**src/cov_pkg.sv**
```systemverilog
`default_nettype none

package cov_pkg;

    // widths of the datapath parts
    localparam int samp_w = 16;           // one fft output part
    localparam int prod_w = 2 * samp_w + 1; // sum of two 16x16 products
    localparam int acc_w  = prod_w + 7;   // headroom for 128 bins

    localparam int n_chan  = 4;
    localparam int n_pairs = n_chan * (n_chan + 1) / 2; // upper triangle incl. diagonal

    // one complex fft bin from one antenna
    typedef struct packed {
        logic signed [samp_w-1:0] re;
        logic signed [samp_w-1:0] im;
    } cplx_sample_t;

    // x_i * conj(x_j) for one pair
    typedef struct packed {
        logic signed [prod_w-1:0] re;
        logic signed [prod_w-1:0] im;
    } cross_prod_t;

    // pair order 11 12 13 14 22 23 24 33 34 44, index 0 is 11
    typedef struct packed {
        cross_prod_t [n_pairs-1:0] prods;
        logic                      last;  // final bin of the frame
    } prod_vec_t;

    typedef struct packed {
        logic signed [acc_w-1:0] re;
        logic signed [acc_w-1:0] im;
    } cov_entry_t;

    typedef cov_entry_t [n_pairs-1:0] cov_matrix_t;

    // consumer FSM
    typedef enum logic {
        ACCUMULATE = 1'b0,
        HOLD       = 1'b1
    } acc_state_t;

endpackage

`default_nettype wire
```
**src/cov_accumulator.sv**
```systemverilog
`timescale 1ns/1ps
`default_nettype none

module cov_accumulator (
    input  wire logic               clk,
    input  wire logic               rst_n,
    input  wire logic               empty,
    input  wire cov_pkg::prod_vec_t pop_data,
    output logic                    pop,
    input  wire logic               ack,
    output logic                    valid_out,
    output cov_pkg::cov_matrix_t    matrix
);

    cov_pkg::acc_state_t  state;
    cov_pkg::cov_matrix_t acc;       // running sums
    cov_pkg::cov_matrix_t acc_next;  // sums including the head entry

    // only drain the FIFO while a frame is being built
    assign pop = (state == cov_pkg::ACCUMULATE) & ~empty;

    always_comb begin : add_head
        logic signed [cov_pkg::acc_w-1:0] ext_re;
        logic signed [cov_pkg::acc_w-1:0] ext_im;
        for (int p = 0; p < cov_pkg::n_pairs; p++) begin
            ext_re = pop_data.prods[p].re;   // sign extends to acc_w
            ext_im = pop_data.prods[p].im;
            acc_next[p].re = acc[p].re + ext_re;
            acc_next[p].im = acc[p].im + ext_im;
        end
    end

    always_ff @(posedge clk) begin
        if (!rst_n) begin
            state     <= cov_pkg::ACCUMULATE;
            valid_out <= 1'b0;
            acc       <= '0;
        end else begin
            case (state)
                cov_pkg::ACCUMULATE: begin
                    if (pop) begin
                        if (pop_data.last) begin
                            acc       <= '0;  // next frame starts clean
                            valid_out <= 1'b1;
                            state     <= cov_pkg::HOLD;
                        end else begin
                            acc <= acc_next;
                        end
                    end
                end
                cov_pkg::HOLD: begin
                    // host has the matrix, resume draining
                    if (ack) begin
                        valid_out <= 1'b0;
                        state     <= cov_pkg::ACCUMULATE;
                    end
                end
                default: begin
                    state     <= cov_pkg::ACCUMULATE;
                    valid_out <= 1'b0;
                end
            endcase
        end
    end

    // output register, stable for the whole HOLD period
    always_ff @(posedge clk) begin
        if (pop && pop_data.last) begin
            matrix <= acc_next;
        end
    end

endmodule

`default_nettype wire

```
**config.mk**
```make
export PLATFORM = sky130hd
export DESIGN_NAME = cov_accumulator
export DESIGN_NICKNAME = d
export VERILOG_FILES = /design/src/cov_pkg.sv /design/src/cov_accumulator.sv
export SDC_FILE = /design/constraint.sdc
export NUM_CORES = 2
export LEC_CHECK = 0
export BUFFER_PORTS_ARGS = -buffer_cell sky130_fd_sc_hd__buf_2
export CORE_AREA = 2 2 564 566
export CTS_CLUSTER_DIAMETER = 60
export DETAILED_ROUTE_END_ITERATION = 6
export DIE_AREA = 0 0 566 568
export PLACE_DENSITY = 0.59
export SKIP_LAST_GASP = 1
export SLEW_MARGIN = 20
export SYNTH_ARGS = -nofsm -noshare
export SYNTH_HDL_FRONTEND = slang
export SYNTH_SLANG_ARGS = --single-unit
```
**constraint.sdc**
```tcl
create_clock -name clk -period 22.8 [get_ports clk]
set_input_delay 4.56 -clock clk [delete_from_list [all_inputs] [get_ports clk]]
set_output_delay 4.56 -clock clk [all_outputs]
set_load 0.01 [all_outputs]
```
==> flow_summary.yaml <==
run_status:
  status: "finished, final reports clean"
setup_path:
  crit_path_start_kind: "input port"
  cp-end-kind: "output pin"
  cp.required_ns: 18.24
  worstSetupPathType: "in -> out"
  cp_max_fo: 31
  critPathArrivalTime_ns: 5.63
timing:
  fin_crit_ns: 10.19
  setup_viol_count_final: 0
  clock_skew_ns: 0.0608
  fmax_mhz: 98.1
  rsz0062_at_grt: "no"
  tightest_slew_ns: 1.42
  final_max_slew_viol_count: 0
  holdWs_ns: 0.468
  finalWorstSetupSlack_ns: 12.61
  setup_tns_ns: 0
  finalHoldViolations: 0
  slew_headroom_pct: 5.15
  finalCritPeriodShare_pct: 44.7
clock_network:
  hold_buffers: 0
  clk_path_buf_depth: 4
  path_clk_slew_ns: 0.06
  cts.sinks: 1602
  cts_made_buffers: 220
  cts-root-buf: "clkbuf_16"
  cts_tree: "built"
  clock_latency_ns: 0.91
  cts_resized: 0
  post_cts_buffers: 0
  htreeDepth: 4
floorplanning:
  coreArea_um2: 316000
  fp.dieH_um: 568
  die_x_um: 566
  rows: 207
  io_pins: 1467
  initial_core_util_pct: 28.6
  design.die.area_um2: 321000
global_routing:
  grt_pass1_wl_um: 523000
  grt_overflow_total: 0
  antenna_found_initial: 234
  grt_pass1_vias: 71800
  grt_max_degree: 164
  grtUsageTotal_pct: 22.1
detailed_routing:
  finalWirelength_um: 372000
  drtIter0Drc: 5872
  drtAntennaViolNets: 0
  wire_per_inst_um: 25.3
  vias: 76400
  vias_per_cell: 5.21
  dr.pass1.iters: 6
  drc: 0
layout:
  layout-drive-gt1-share_pct: 18.6
  fin_nets: 11600
  syn_to_final_growth_pct: 21.5
  final_cells: 14700
placed_design:
  dp.cells: 14100
  portBuffers: 1466
  hpwl_um: 291000
  post-place-ws_ns: 12.58
  place.gp.congestion: 0.948
pwr:
  power.total_mw: 8.68
  switching_share_pct: 30.5
  clkPwrFrac_pct: 41.6
  combPwrFrac_pct: 19.4
  p_int_mw: 6.03
  vdd_drop_max_mv: 0.0669
  leakage_nw: 48.0
  power.density_nw_per_um2: 79.0
  power_frac_seq_pct: 39.0
  power_switching_mw: 2.65
yosys:
  synth_cells: 8837
  synth_edf_count: 800
  async_flop_share_pct: 0
  syn_area_per_cell_um2: 10.2
  yosysWarnings: 0
  ys_ff_latch: 1602
  syn_nets: 10300
  syn_area_um2: 90500
  yosysSeqAreaShare_pct: 44.3
  ys_types: 92
  ys.flop_type: "dfxtp_1"
flow_run:
  maxCapViolations: 0
worst_hold_path:
  hold_class: "reg -> reg"
-- Yosys cell counts, drive strengths merged (18+ instances only) --
| master | instances | area (um^2) |
|---|---|---|
| and2 | 54 | 338 |
| a41oi | 28 | 245 |
| inv | 244 | 916 |
| nand3 | 134 | 671 |
| clkbuf | 378 | 1420 |
| a211oi | 59 | 458 |
| a22o | 441 | 3860 |
| o21ai | 423 | 2120 |
| ha | 780 | 9760 |
| a21oi | 749 | 3760 |
| a21o | 476 | 3570 |
| xor2 | 273 | 2390 |
| a31o | 22 | 193 |
| o31ai | 31 | 251 |
| and3 | 72 | 450 |
| xnor2 | 467 | 4090 |
| dfxtp | 802 | 16100 |
| o211ai | 57 | 433 |
| edfxtp | 800 | 24000 |
| a31oi | 95 | 601 |
| a21boi | 38 | 285 |
| or3 | 31 | 194 |
| nand2 | 482 | 1810 |
| nor2 | 337 | 1260 |
| a22oi | 304 | 2280 |
| nor3 | 86 | 430 |
| o21a | 106 | 796 |
| nor2b | 417 | 2610 |
| nand4 | 127 | 795 |
| fa | 20 | 400 |
| o21bai | 107 | 803 |
| nand3b | 23 | 173 |
| nand2b | 95 | 594 |
| o31a | 18 | 158 |
| a221oi | 34 | 329 |
-- layout by cell type (no fill, tap or decap), types with 417 or more instances in the layout --
master    netlist  final
xnor2_1       467    467
nor2b_1       417    417
a21oi_1       746    746
dfxtp_1       802    802
edfxtp_1      800    800
a21o_1        476    476
a22o_1        441    441
ha_1          780    780
nand2_1       482    481
buf_2           2   1464
-- power by group through the flow --
stage | Combinational [mW] | Sequential (mW) | Clock (mW)
CTS | 1.69 | 3.39 | 3.68
detailed placement | 1.68 | 3.45 | 0
finish | 1.68 | 3.39 | 3.61
global placement | 1.67 | 3.45 | 0
floorplan | 1.02 | 3.52 | 0
global route | 1.84 | 3.41 | 3.78
-- path summary, 6_finish.rpt --
path / end / startpoint / cells after the start / slack, ns
setup / recovery: pop / empty / 5 / 12.61
hold / removal: acc[560] / acc[560] / 2 / 0.47
setup reg to reg: matrix[269] / state / 9 / 17.33
hold reg to reg: acc[560] / acc[560] / 2 / 0.47
-- worst max-delay path, stage by stage --
cell,delay (ns)
buf_2,0.10
or2_4,0.39
clkinv_2,0.10
buf_4,0.25
buf_2,0.18
-- through the flow --
| stage | utilization [%] | cell area [um^2] |
|---|---|---|
| 6_report | 34.8 | 110000 |
| 4_1_cts | 34.7 | 110000 |
| 2_1_floorplan | - | 90500 |
| 5_1_grt | 34.7 | 110000 |
| 3_5_place_dp | 32.3 | 102000 |
| 3_3_place_gp | 32.3 | 102000 |
-- sequential cells by signal, indices dropped and copies added, names as in the netlist --
name       flops
acc          800
matrix       800
state          1
valid_out      1
-- metal layers --
layer  vias up  share of wire [%]  GRT usage (%)
li1      36200                  -              -
met1     36600                 43           28.8
met2      2681                 42           33.2
met3       739                 10           7.61
met4       156                4.6           9.00
met5         -               0.27              0
-- final cells by class --
type | instances | area [um^2]
Antenna cell | 113 | 283
Clock buffer | 283 | 5990
Clock inverter | 130 | 1600
Fill cell | 32100 | 206000
Inverter | 244 | 925
Multi-Input combinational cell | 6607 | 48100
Sequential cell | 1602 | 40100
Tap cell | 4180 | 5230
Timing Repair Buffer | 1507 | 7730
-- cell families (layout without fill, tap and decap cells) --
| group | Yosys count | after routing | synth area share (%) |
|---|---|---|---|
| AO/OA/AOI/OAI | 3128 | 3128 | 23.7 |
| flip-flops | 1602 | 1602 | 44.3 |
| XOR/XNOR | 740 | 740 | 7.16 |
| adder cells (fa/ha/maj) | 800 | 800 | 11.2 |
| multiplexers | 15 | 15 | 0.167 |
| buffers and inverters | 628 | 2164 | 2.61 |
| AND/OR/NAND/NOR | 1924 | 1924 | 10.8 |
| other | 0 | 113 | 0 |
(Power assumes the default switching activity.)
